==> config.mk <==
export PLATFORM = sky130hd
export DESIGN_NAME = core_top
export DESIGN_NICKNAME = d
export VERILOG_FILES = /design/src/core_cfg_pkg.sv /design/src/isa_pkg.sv /design/src/core_top.sv /design/src/decode_stage.sv /design/src/execute_stage.sv /design/src/fetch_unit.sv /design/src/reg_file.sv /design/src/result_stage.sv
export SDC_FILE = /design/constraint.sdc
export NUM_CORES = 2
export LEC_CHECK = 0
export BUFFER_PORTS_ARGS = -buffer_cell sky130_fd_sc_hd__clkbuf_2
export CAP_MARGIN = 15
export CORE_MARGIN = 5
export CORE_UTILIZATION = 55
export DETAILED_ROUTE_END_ITERATION = 7
export PLACE_DENSITY = 0.73
export RECOVER_POWER = 25
export SLEW_MARGIN = 20
export SYNTH_ARGS = -nofsm -noshare
export SYNTH_HDL_FRONTEND = slang
export SYNTH_SLANG_ARGS = --single-unit
==> constraint.sdc <==
create_clock -name clk -period 6.72 [get_ports clk]
set_input_delay 0.672 -clock clk [delete_from_list [all_inputs] [get_ports clk]]
set_output_delay 0.672 -clock clk [all_outputs]
set_load 0.05 [all_outputs]
==> src/core_cfg_pkg.sv <==
`default_nettype none

package core_cfg_pkg;

    // architectural widths
    localparam int DATA_WIDTH    = 32;
    localparam int ADDR_WIDTH    = 32;
    localparam int REG_IDX_WIDTH = 5;

    // general registers r0..r31, r0 hardwired to zero
    localparam int REG_COUNT = 32;

    // one data word as held in a register
    typedef logic [DATA_WIDTH-1:0] word_t;

    // byte address, pc and bus address
    typedef logic [ADDR_WIDTH-1:0] addr_t;

    // register number as found in rd, rj, rk
    typedef logic [REG_IDX_WIDTH-1:0] reg_idx_t;

endpackage

`default_nettype wire

==> src/isa_pkg.sv <==
`default_nettype none

package isa_pkg;

    // alu function chosen by decode
    typedef enum logic [2:0] {
        ALU_ADD,
        ALU_SUB,
        ALU_AND,
        ALU_OR,
        ALU_XOR,
        ALU_LUI
    } alu_op_e;

    // 3R format, opcode in inst[31:15]
    // rk in [14:10], rj in [9:5], rd in [4:0]
    localparam logic [16:0] OPC3R_ADD = 17'h00020;
    localparam logic [16:0] OPC3R_SUB = 17'h00022;
    localparam logic [16:0] OPC3R_AND = 17'h00029;
    localparam logic [16:0] OPC3R_OR  = 17'h0002a;
    localparam logic [16:0] OPC3R_XOR = 17'h0002b;

    // 2RI12 format, opcode in inst[31:22]
    // si12 in [21:10]
    localparam logic [9:0] OPC_ADDI = 10'h00a;

    // 1RI20 format, opcode in inst[31:25]
    // si20 in [24:5]
    localparam logic [6:0] OPC_LU12I = 7'h0a;

endpackage

`default_nettype wire

==> src/core_top.sv <==
`timescale 1ns/1ps
`default_nettype none

module core_top #(
    parameter core_cfg_pkg::addr_t BOOT_PC = 32'h1c00_0000
) (
    input  wire                    clk,
    input  wire                    rst_n_i,
    // wishbone instruction port
    output logic                   wb_cyc_o,
    output logic                   wb_stb_o,
    output core_cfg_pkg::addr_t    wb_adr_o,
    input  core_cfg_pkg::word_t    wb_dat_i,
    input  wire                    wb_ack_i,
    // commit trace
    output logic                   commit_valid_o,
    output core_cfg_pkg::addr_t    commit_pc_o,
    output core_cfg_pkg::word_t    commit_inst_o,
    output logic                   commit_wen_o,
    output core_cfg_pkg::reg_idx_t commit_wnum_o,
    output core_cfg_pkg::word_t    commit_wdata_o
);
    import core_cfg_pkg::*;
    import isa_pkg::*;

    // fetch to decode
    logic     fetch_valid;
    addr_t    fetch_pc;
    word_t    fetch_inst;

    // decode to register file
    reg_idx_t rf_raddr_a;
    reg_idx_t rf_raddr_b;
    word_t    rf_rdata_a;
    word_t    rf_rdata_b;

    // decode to execute
    logic     dec_valid;
    addr_t    dec_pc;
    word_t    dec_inst;
    logic     dec_wen;
    reg_idx_t dec_wnum;
    alu_op_e  dec_op;
    word_t    dec_opa;
    word_t    dec_opb;

    // execute bypass and outputs
    logic     ex_fwd_valid;
    logic     ex_fwd_wen;
    reg_idx_t ex_fwd_wnum;
    word_t    ex_fwd_data;
    logic     ex_valid;
    addr_t    ex_pc;
    word_t    ex_inst;
    logic     ex_wen;
    reg_idx_t ex_wnum;
    word_t    ex_result;

    // result bypass and write port
    logic     res_fwd_valid;
    logic     res_fwd_wen;
    reg_idx_t res_fwd_wnum;
    word_t    res_fwd_data;
    logic     rf_we;
    reg_idx_t rf_waddr;
    word_t    rf_wdata;

    fetch_unit #(
        .BOOT_PC (BOOT_PC)
    ) fetch_unit_inst (
        .clk           (clk),
        .rst_n_i       (rst_n_i),
        .wb_cyc_o      (wb_cyc_o),
        .wb_stb_o      (wb_stb_o),
        .wb_adr_o      (wb_adr_o),
        .wb_dat_i      (wb_dat_i),
        .wb_ack_i      (wb_ack_i),
        .fetch_valid_o (fetch_valid),
        .fetch_pc_o    (fetch_pc),
        .fetch_inst_o  (fetch_inst)
    );

    decode_stage decode_stage_inst (
        .clk             (clk),
        .rst_n_i         (rst_n_i),
        .fetch_valid_i   (fetch_valid),
        .fetch_pc_i      (fetch_pc),
        .fetch_inst_i    (fetch_inst),
        .rf_raddr_a_o    (rf_raddr_a),
        .rf_raddr_b_o    (rf_raddr_b),
        .rf_rdata_a_i    (rf_rdata_a),
        .rf_rdata_b_i    (rf_rdata_b),
        .ex_fwd_valid_i  (ex_fwd_valid),
        .ex_fwd_wen_i    (ex_fwd_wen),
        .ex_fwd_wnum_i   (ex_fwd_wnum),
        .ex_fwd_data_i   (ex_fwd_data),
        .res_fwd_valid_i (res_fwd_valid),
        .res_fwd_wen_i   (res_fwd_wen),
        .res_fwd_wnum_i  (res_fwd_wnum),
        .res_fwd_data_i  (res_fwd_data),
        .dec_valid_o     (dec_valid),
        .dec_pc_o        (dec_pc),
        .dec_inst_o      (dec_inst),
        .dec_wen_o       (dec_wen),
        .dec_wnum_o      (dec_wnum),
        .dec_op_o        (dec_op),
        .dec_opa_o       (dec_opa),
        .dec_opb_o       (dec_opb)
    );

    reg_file reg_file_inst (
        .clk       (clk),
        .rst_n_i   (rst_n_i),
        .raddr_a_i (rf_raddr_a),
        .raddr_b_i (rf_raddr_b),
        .rdata_a_o (rf_rdata_a),
        .rdata_b_o (rf_rdata_b),
        .we_i      (rf_we),
        .waddr_i   (rf_waddr),
        .wdata_i   (rf_wdata)
    );

    execute_stage execute_stage_inst (
        .clk            (clk),
        .rst_n_i        (rst_n_i),
        .dec_valid_i    (dec_valid),
        .dec_pc_i       (dec_pc),
        .dec_inst_i     (dec_inst),
        .dec_wen_i      (dec_wen),
        .dec_wnum_i     (dec_wnum),
        .dec_op_i       (dec_op),
        .dec_opa_i      (dec_opa),
        .dec_opb_i      (dec_opb),
        .ex_fwd_valid_o (ex_fwd_valid),
        .ex_fwd_wen_o   (ex_fwd_wen),
        .ex_fwd_wnum_o  (ex_fwd_wnum),
        .ex_fwd_data_o  (ex_fwd_data),
        .ex_valid_o     (ex_valid),
        .ex_pc_o        (ex_pc),
        .ex_inst_o      (ex_inst),
        .ex_wen_o       (ex_wen),
        .ex_wnum_o      (ex_wnum),
        .ex_result_o    (ex_result)
    );

    result_stage result_stage_inst (
        .clk             (clk),
        .rst_n_i         (rst_n_i),
        .ex_valid_i      (ex_valid),
        .ex_pc_i         (ex_pc),
        .ex_inst_i       (ex_inst),
        .ex_wen_i        (ex_wen),
        .ex_wnum_i       (ex_wnum),
        .ex_result_i     (ex_result),
        .res_fwd_valid_o (res_fwd_valid),
        .res_fwd_wen_o   (res_fwd_wen),
        .res_fwd_wnum_o  (res_fwd_wnum),
        .res_fwd_data_o  (res_fwd_data),
        .rf_we_o         (rf_we),
        .rf_waddr_o      (rf_waddr),
        .rf_wdata_o      (rf_wdata),
        .commit_valid_o  (commit_valid_o),
        .commit_pc_o     (commit_pc_o),
        .commit_inst_o   (commit_inst_o),
        .commit_wen_o    (commit_wen_o),
        .commit_wnum_o   (commit_wnum_o),
        .commit_wdata_o  (commit_wdata_o)
    );

endmodule

`default_nettype wire

==> src/decode_stage.sv <==
`timescale 1ns/1ps
`default_nettype none

module decode_stage (
    input  wire                    clk,
    input  wire                    rst_n_i,
    // from fetch
    input  wire                    fetch_valid_i,
    input  core_cfg_pkg::addr_t    fetch_pc_i,
    input  core_cfg_pkg::word_t    fetch_inst_i,
    // register file read ports
    output core_cfg_pkg::reg_idx_t rf_raddr_a_o,
    output core_cfg_pkg::reg_idx_t rf_raddr_b_o,
    input  core_cfg_pkg::word_t    rf_rdata_a_i,
    input  core_cfg_pkg::word_t    rf_rdata_b_i,
    // bypass from execute
    input  wire                    ex_fwd_valid_i,
    input  wire                    ex_fwd_wen_i,
    input  core_cfg_pkg::reg_idx_t ex_fwd_wnum_i,
    input  core_cfg_pkg::word_t    ex_fwd_data_i,
    // bypass from result
    input  wire                    res_fwd_valid_i,
    input  wire                    res_fwd_wen_i,
    input  core_cfg_pkg::reg_idx_t res_fwd_wnum_i,
    input  core_cfg_pkg::word_t    res_fwd_data_i,
    // to execute
    output logic                   dec_valid_o,
    output core_cfg_pkg::addr_t    dec_pc_o,
    output core_cfg_pkg::word_t    dec_inst_o,
    output logic                   dec_wen_o,
    output core_cfg_pkg::reg_idx_t dec_wnum_o,
    output isa_pkg::alu_op_e       dec_op_o,
    output core_cfg_pkg::word_t    dec_opa_o,
    output core_cfg_pkg::word_t    dec_opb_o
);
    import core_cfg_pkg::*;
    import isa_pkg::*;

    logic    valid_q;
    addr_t   pc_q;
    word_t   inst_q;
    reg_idx_t rd;
    reg_idx_t rj;
    reg_idx_t rk;
    alu_op_e op;
    logic    known;
    logic    use_rk;
    word_t   imm;

    always_ff @(posedge clk or negedge rst_n_i) begin
        if (!rst_n_i) begin
            valid_q <= 1'b0;
        end else begin
            valid_q <= fetch_valid_i;
        end
    end

    // instruction payload, loaded on each fetch
    always_ff @(posedge clk) begin
        if (fetch_valid_i) begin
            pc_q   <= fetch_pc_i;
            inst_q <= fetch_inst_i;
        end
    end

    assign rd = inst_q[4:0];
    assign rj = inst_q[9:5];
    assign rk = inst_q[14:10];

    // opcode match, 3R formats last
    always_comb begin
        op     = ALU_ADD;
        known  = 1'b1;
        use_rk = 1'b0;
        imm    = '0;
        if (inst_q[31:22] == OPC_ADDI) begin
            // si12 sign extended
            imm = {{20{inst_q[21]}}, inst_q[21:10]};
        end else if (inst_q[31:25] == OPC_LU12I) begin
            op  = ALU_LUI;
            // si20 into the upper bits
            imm = {inst_q[24:5], 12'h000};
        end else begin
            use_rk = 1'b1;
            case (inst_q[31:15])
                OPC3R_ADD: op = ALU_ADD;
                OPC3R_SUB: op = ALU_SUB;
                OPC3R_AND: op = ALU_AND;
                OPC3R_OR:  op = ALU_OR;
                OPC3R_XOR: op = ALU_XOR;
                default:   known = 1'b0;
            endcase
        end
    end

    // youngest producer wins, register file last
    function automatic word_t fwd_sel(input reg_idx_t idx, input word_t rf_val);
        word_t val;
        val = rf_val;
        if (res_fwd_valid_i && res_fwd_wen_i && res_fwd_wnum_i == idx) begin
            val = res_fwd_data_i;
        end
        if (ex_fwd_valid_i && ex_fwd_wen_i && ex_fwd_wnum_i == idx) begin
            val = ex_fwd_data_i;
        end
        return val;
    endfunction

    assign rf_raddr_a_o = rj;
    assign rf_raddr_b_o = rk;

    assign dec_valid_o = valid_q;
    assign dec_pc_o    = pc_q;
    assign dec_inst_o  = inst_q;
    // no write for r0 or unknown encodings
    assign dec_wen_o   = valid_q & known & (rd != '0);
    assign dec_wnum_o  = rd;
    assign dec_op_o    = op;

    // operands follow the bypass inputs as well as the register numbers
    always_comb begin
        dec_opa_o = fwd_sel(rj, rf_rdata_a_i);
        dec_opb_o = use_rk ? fwd_sel(rk, rf_rdata_b_i) : imm;
    end

endmodule

`default_nettype wire

==> src/execute_stage.sv <==
`timescale 1ns/1ps
`default_nettype none

module execute_stage (
    input  wire                    clk,
    input  wire                    rst_n_i,
    // from decode
    input  wire                    dec_valid_i,
    input  core_cfg_pkg::addr_t    dec_pc_i,
    input  core_cfg_pkg::word_t    dec_inst_i,
    input  wire                    dec_wen_i,
    input  core_cfg_pkg::reg_idx_t dec_wnum_i,
    input  isa_pkg::alu_op_e       dec_op_i,
    input  core_cfg_pkg::word_t    dec_opa_i,
    input  core_cfg_pkg::word_t    dec_opb_i,
    // bypass back to decode
    output logic                   ex_fwd_valid_o,
    output logic                   ex_fwd_wen_o,
    output core_cfg_pkg::reg_idx_t ex_fwd_wnum_o,
    output core_cfg_pkg::word_t    ex_fwd_data_o,
    // to result stage
    output logic                   ex_valid_o,
    output core_cfg_pkg::addr_t    ex_pc_o,
    output core_cfg_pkg::word_t    ex_inst_o,
    output logic                   ex_wen_o,
    output core_cfg_pkg::reg_idx_t ex_wnum_o,
    output core_cfg_pkg::word_t    ex_result_o
);
    import core_cfg_pkg::*;
    import isa_pkg::*;

    logic     valid_q;
    logic     wen_q;
    addr_t    pc_q;
    word_t    inst_q;
    reg_idx_t wnum_q;
    alu_op_e  op_q;
    word_t    opa_q;
    word_t    opb_q;
    word_t    alu_res;

    always_ff @(posedge clk or negedge rst_n_i) begin
        if (!rst_n_i) begin
            valid_q <= 1'b0;
            wen_q   <= 1'b0;
        end else begin
            valid_q <= dec_valid_i;
            wen_q   <= dec_wen_i;
        end
    end

    always_ff @(posedge clk) begin
        pc_q   <= dec_pc_i;
        inst_q <= dec_inst_i;
        wnum_q <= dec_wnum_i;
        op_q   <= dec_op_i;
        opa_q  <= dec_opa_i;
        opb_q  <= dec_opb_i;
    end

    // 32-bit wraparound arithmetic
    always_comb begin
        case (op_q)
            ALU_SUB: alu_res = opa_q - opb_q;
            ALU_AND: alu_res = opa_q & opb_q;
            ALU_OR:  alu_res = opa_q | opb_q;
            ALU_XOR: alu_res = opa_q ^ opb_q;
            // upper immediate already shifted by decode
            ALU_LUI: alu_res = opb_q;
            default: alu_res = opa_q + opb_q;
        endcase
    end

    // same result on the bypass and towards the result register
    assign ex_fwd_valid_o = valid_q;
    assign ex_fwd_wen_o   = wen_q;
    assign ex_fwd_wnum_o  = wnum_q;
    assign ex_fwd_data_o  = alu_res;

    assign ex_valid_o  = valid_q;
    assign ex_pc_o     = pc_q;
    assign ex_inst_o   = inst_q;
    assign ex_wen_o    = wen_q;
    assign ex_wnum_o   = wnum_q;
    assign ex_result_o = alu_res;

endmodule

`default_nettype wire

==> src/fetch_unit.sv <==
`timescale 1ns/1ps
`default_nettype none

module fetch_unit #(
    parameter core_cfg_pkg::addr_t BOOT_PC = 32'h1c00_0000
) (
    input  wire                 clk,
    input  wire                 rst_n_i,
    // wishbone classic read master
    output logic                wb_cyc_o,
    output logic                wb_stb_o,
    output core_cfg_pkg::addr_t wb_adr_o,
    input  core_cfg_pkg::word_t wb_dat_i,
    input  wire                 wb_ack_i,
    // fetched instruction to decode
    output logic                fetch_valid_o,
    output core_cfg_pkg::addr_t fetch_pc_o,
    output core_cfg_pkg::word_t fetch_inst_o
);
    import core_cfg_pkg::*;

    typedef enum logic {
        FETCH_IDLE,
        FETCH_BUSY
    } fetch_state_e;

    fetch_state_e state_q;
    fetch_state_e state_d;
    addr_t        pc_q;
    logic         req;
    logic         accept;

    // bus request open in busy
    assign req    = (state_q == FETCH_BUSY);
    // transfer ends at the edge where ack is seen
    assign accept = req & wb_ack_i;

    // idle only right after reset, then one request after another
    always_comb begin
        state_d = state_q;
        case (state_q)
            FETCH_IDLE: state_d = FETCH_BUSY;
            default:    state_d = state_q;
        endcase
    end

    always_ff @(posedge clk or negedge rst_n_i) begin
        if (!rst_n_i) begin
            state_q <= FETCH_IDLE;
            pc_q    <= BOOT_PC;
        end else begin
            state_q <= state_d;
            // sequential fetch only
            if (accept) begin
                pc_q <= pc_q + addr_t'(4);
            end
        end
    end

    // cyc and stb move together, address held until ack
    assign wb_cyc_o = req;
    assign wb_stb_o = req;
    assign wb_adr_o = pc_q;

    // instruction handed over in the ack cycle
    assign fetch_valid_o = accept;
    assign fetch_pc_o    = pc_q;
    assign fetch_inst_o  = wb_dat_i;

endmodule

`default_nettype wire

==> src/reg_file.sv <==
`timescale 1ns/1ps
`default_nettype none

module reg_file (
    input  wire                    clk,
    input  wire                    rst_n_i,
    // two combinational read ports
    input  core_cfg_pkg::reg_idx_t raddr_a_i,
    input  core_cfg_pkg::reg_idx_t raddr_b_i,
    output core_cfg_pkg::word_t    rdata_a_o,
    output core_cfg_pkg::word_t    rdata_b_o,
    // one write port
    input  wire                    we_i,
    input  core_cfg_pkg::reg_idx_t waddr_i,
    input  core_cfg_pkg::word_t    wdata_i
);
    import core_cfg_pkg::*;

    word_t regs_q [REG_COUNT];

    // r0 stays zero since result stage never writes it
    always_ff @(posedge clk or negedge rst_n_i) begin
        if (!rst_n_i) begin
            for (int i = 0; i < REG_COUNT; i++) begin
                regs_q[i] <= '0;
            end
        end else if (we_i) begin
            regs_q[waddr_i] <= wdata_i;
        end
    end

    // same-cycle write not visible here, decode forwards it
    assign rdata_a_o = regs_q[raddr_a_i];
    assign rdata_b_o = regs_q[raddr_b_i];

endmodule

`default_nettype wire

==> src/result_stage.sv <==
`timescale 1ns/1ps
`default_nettype none

module result_stage (
    input  wire                    clk,
    input  wire                    rst_n_i,
    // from execute
    input  wire                    ex_valid_i,
    input  core_cfg_pkg::addr_t    ex_pc_i,
    input  core_cfg_pkg::word_t    ex_inst_i,
    input  wire                    ex_wen_i,
    input  core_cfg_pkg::reg_idx_t ex_wnum_i,
    input  core_cfg_pkg::word_t    ex_result_i,
    // bypass back to decode
    output logic                   res_fwd_valid_o,
    output logic                   res_fwd_wen_o,
    output core_cfg_pkg::reg_idx_t res_fwd_wnum_o,
    output core_cfg_pkg::word_t    res_fwd_data_o,
    // register file write port
    output logic                   rf_we_o,
    output core_cfg_pkg::reg_idx_t rf_waddr_o,
    output core_cfg_pkg::word_t    rf_wdata_o,
    // commit trace
    output logic                   commit_valid_o,
    output core_cfg_pkg::addr_t    commit_pc_o,
    output core_cfg_pkg::word_t    commit_inst_o,
    output logic                   commit_wen_o,
    output core_cfg_pkg::reg_idx_t commit_wnum_o,
    output core_cfg_pkg::word_t    commit_wdata_o
);
    import core_cfg_pkg::*;

    logic     valid_q;
    logic     wen_q;
    addr_t    pc_q;
    word_t    inst_q;
    reg_idx_t wnum_q;
    word_t    data_q;
    logic     we;

    always_ff @(posedge clk or negedge rst_n_i) begin
        if (!rst_n_i) begin
            valid_q <= 1'b0;
            wen_q   <= 1'b0;
        end else begin
            valid_q <= ex_valid_i;
            wen_q   <= ex_wen_i;
        end
    end

    always_ff @(posedge clk) begin
        pc_q   <= ex_pc_i;
        inst_q <= ex_inst_i;
        wnum_q <= ex_wnum_i;
        data_q <= ex_result_i;
    end

    // register written at the end of the commit cycle
    assign we = valid_q & wen_q;

    assign res_fwd_valid_o = valid_q;
    assign res_fwd_wen_o   = wen_q;
    assign res_fwd_wnum_o  = wnum_q;
    assign res_fwd_data_o  = data_q;

    assign rf_we_o    = we;
    assign rf_waddr_o = wnum_q;
    assign rf_wdata_o = data_q;

    // one cycle per instruction, like a debug write-back port
    assign commit_valid_o = valid_q;
    assign commit_pc_o    = pc_q;
    assign commit_inst_o  = inst_q;
    assign commit_wen_o   = we;
    assign commit_wnum_o  = wnum_q;
    assign commit_wdata_o = data_q;

endmodule

`default_nettype wire
==> out/metrics.yaml <==
outcome:
  status: "finished, violations left"
  violations: "capacitance limit, slew limit"
synthesis:
  ys_top_cells_by_area: "dfrtp_1 39%, mux4_2 21%, mux2_2 17%"
  synth_cell_types: 72
  synthArstFlopShare_pct: 78.8
  ys_ff_latch: 1345
  synthesis.area_um2: 68300
  syn_inst: 4606
  synth_edf_count: 62
  synth_top_cell_by_area: "dfrtp_1"
  yosysMostFrequentCell: "dfrtp_1"
  synth.avg_cell_area_um2: 14.8
  ys_top_cells_by_count: "1057 x dfrtp_1, 1037 x mux2_2, 638 x mux4_2"
  synth_top_area_share_pct: 38.7
  synth_seq_area_share_pct: 48.1
  yosysWarnings: 0
  synthFlopType: "dfrtp_1"
sta:
  drv_slew: 676
  fin_tns_setup_ns: 0
  final.min_clock_period_ns: 5.21
  clock.fmax_ghz: 0.192
  hold_ws_ns: 0.0443
  period_share_pct: 77.5
  finalWorstSetupSlack_ns: 1.51
  grt_setup_unrepaired: "no"
  setup_violations: 0
  hold_viol: 0
  tightest_slew_ns: 4.27
  timing.slew.headroom_pct: -185
  finClkSkew_ns: 0.0451
setup_path:
  r2r_start: "execute_stage_inst.op_q[0]$_SDFF_PP0_"
  ff2ff_setup_slack_ns: 1.57
  critPathKind: "in2async"
  crit_required_ns: 6.59
  critical_path_buf_inv_count: 3
  crit_arrival_ns: 5.07
  path_cells: "dlygate4sd3_1 -> buf_8 -> clkbuf_2"
  max_stage_delay_ns: 2.81
  rr_worst_depth: 8
  crit_fanout: 164
  reg2reg_to: "execute_stage_inst.opb_q[4]$_DFF_P_"
  path_delay_family: "buffers and inverters"
  endpoint_kind: "async pin"
  crit_slowest_cell: "clkbuf_2"
  cp-start-kind: "input port"
power_and_ir_drop:
  irDropWorstVdd_v: 0.000303
  p_leak_uw: 0.0344
  power_density_nw_per_um2: 232
clock_network:
  htree_levels: 4
  clockRootBuffer: "clkbuf_16"
  cts_buffer_depth: 3
  clk_pin_slew_worst_paths_ns: 0.06
  clock-sinks: 1345
  numCtsBuffers: 143
  cts.repair.resized: 0
  insertion_delay_ns: 0.80
  cts_tree: "done"
layout:
  drive_gt1_share_pct: 46.8
  nNetsFinal: 4741
  synthToLayoutAreaGrowth_pct: 10.6
  final_cell_area_um2: 75500
grt:
  grt_max_degree: 178
  grt_pass1_wl_um: 298000
  antenna_found_initial: 4
  grt_util_all_layers_pct: 30.6
  overflow: 0
  grt_pass1_vias: 44454
floorplanning:
  rows: 129
  start_util_pct: 55.3
  fp.dieW_um: 362
  io_pins: 172
  die_y_um: 362
  die_area_um2: 131000
  core_um2: 123000
place:
  place_hpwl_um: 115000
  preCtsSetupSlack_ns: 1.75
  placedInstanceArea_um2: 70700
  portBuffers: 167
  gp_congestion: 0.959
route:
  top_layer_used: "met5"
  wl_per_cell_um: 31.3
  drt_pre_antenna_iters: 6
  viasPerCell: 6.78
  drc: 0
  routed_wl_um: 199000
  num_vias: 43152
  drtIter0Drc: 4583
  wl_met1_um: 81500
  drt.antenna.violating_nets: 0
  wl_met2_um: 92000
  dr_wl_met3_um: 19400
job:
  maxCapViolCount: 13
min_path:
  hold_start: "wb_dat_i[1]"
  hold_class: "in2reg"
  hold_end: "decode_stage_inst.dec_inst_o[1]$_DFFE_PP_"
  min_delay_path_depth: 1
==> final cells by class <==
type | instances | area, µm²
diodes | 2 | 5.00
clock buffers | 211 | 4210
clock inverters | 49 | 594
fillers | 9182 | 48000
inverters | 94 | 353
multi-input cells | 2737 | 33500
flip-flops and latches | 1345 | 32900
well taps | 1637 | 2050
repair buffers | 287 | 1870
==> per-stage QoR <==
stage          instances  power [µW]  utilization, %
6_report            6362       17500            61.1
5_1_grt             6360       18100            61.1
4_1_cts             6360       17600            61.2
3_5_place_dp        6098        9690            57.3
3_3_place_gp        6098        9680            57.3
2_1_floorplan       4609        9200               -
==> timing repair <==
action / in CTS / in global routing
endpoints found under the hold margin: 77 / 0
setup buffers: 0 / 0
hold buffers: 2 / 0
==> worst max-delay path by stage <==
stage,start,end,slack (ns),depth (start not counted)
floorplan,execute_stage_inst.opb_q[3]$_DFF_P_,execute_stage_inst.opb_q[25]$_DFF_P_,2.50,16
global placement,execute_stage_inst.opb_q[3]$_DFF_P_,execute_stage_inst.opa_q[29]$_DFF_P_,1.81,15
detailed placement,execute_stage_inst.opb_q[3]$_DFF_P_,execute_stage_inst.opb_q[29]$_DFF_P_,1.75,15
CTS,execute_stage_inst.opb_q[3]$_DFF_P_,execute_stage_inst.opb_q[29]$_DFF_P_,1.71,15
global route,rst_n_i,reg_file_inst.regs_q[364]$_DFFE_PN0P_,0.72,3
finish,rst_n_i,reg_file_inst.regs_q[1004]$_DFFE_PN0P_,1.51,3
==> flip-flops by register name, indices dropped and copies added, names as in the netlist, 30 cells and up <==
name / cells
decode_stage_inst.dec_inst_o: 32
decode_stage_inst.dec_pc_o: 30
execute_stage_inst.ex_inst_o: 32
execute_stage_inst.ex_pc_o: 30
execute_stage_inst.opa_q: 32
execute_stage_inst.opb_q: 32
fetch_unit_inst.fetch_pc_o: 30
reg_file_inst.regs_q: 1024
result_stage_inst.commit_inst_o: 32
result_stage_inst.commit_pc_o: 30
result_stage_inst.commit_wdata_o: 32
==> layout by cell type (no fill, tap or decap), types with 38 or more instances in the layout <==
cell	count
mux2_2	1037
edfxtp_1	62
clkbuf_2	166
nand2_1	136
clkbuf_1	48
a21oi_1	104
xor2_1	38
dfrtp_1	1057
ha_1	97
nor2_1	74
inv_1	94
mux2i_1	73
o21ai_0	103
dfxtp_1	220
xnor2_1	69
buf_4	90
mux4_2	638
clkbuf_16	146
==> cells by family (layout without fill, tap and decap cells) <==
family	after synthesis	after routing	share of synthesized area, %
buf+inv	527	641	3.15
compound gates	390	390	3.62
flops	1345	1345	48.1
fa+ha+maj	98	98	1.81
xor+xnor	107	107	1.37
simple gates	389	389	2.68
mux	1748	1748	39.2
other cells	2	7	0.0110
==> layer usage <==
metal | track usage, % | vias up
met1 | 43.9 | 23167
met5 | 0 | -
met3 | 7.75 | 375
met4 | 9.37 | 2
li1 | - | 17567
met2 | 46.9 | 2041
==> worst reg2reg max path, stage by stage (launching register included) <==
cell and delay, ns:
dfxtp_2 0.32, clkbuf_1 2.70, nor2_1 0.75, a32o_1 0.46
a21oi_1 0.13, o21ai_0 0.12, a21oi_1 0.28, a21oi_1 0.11
a22o_1 0.20
==> where the power goes <==
| group | total [µW] | switching [µW] | leakage (µW) | internal, µW |
|---|---|---|---|---|
| Sequential | 8340 | 110 | 0.0173 | 8230 |
| Combinational | 1200 | 905 | 0.0148 | 296 |
| Clock | 7970 | 3450 | 0.00234 | 4520 |
Note: power is estimated with default switching activity, not from simulation.
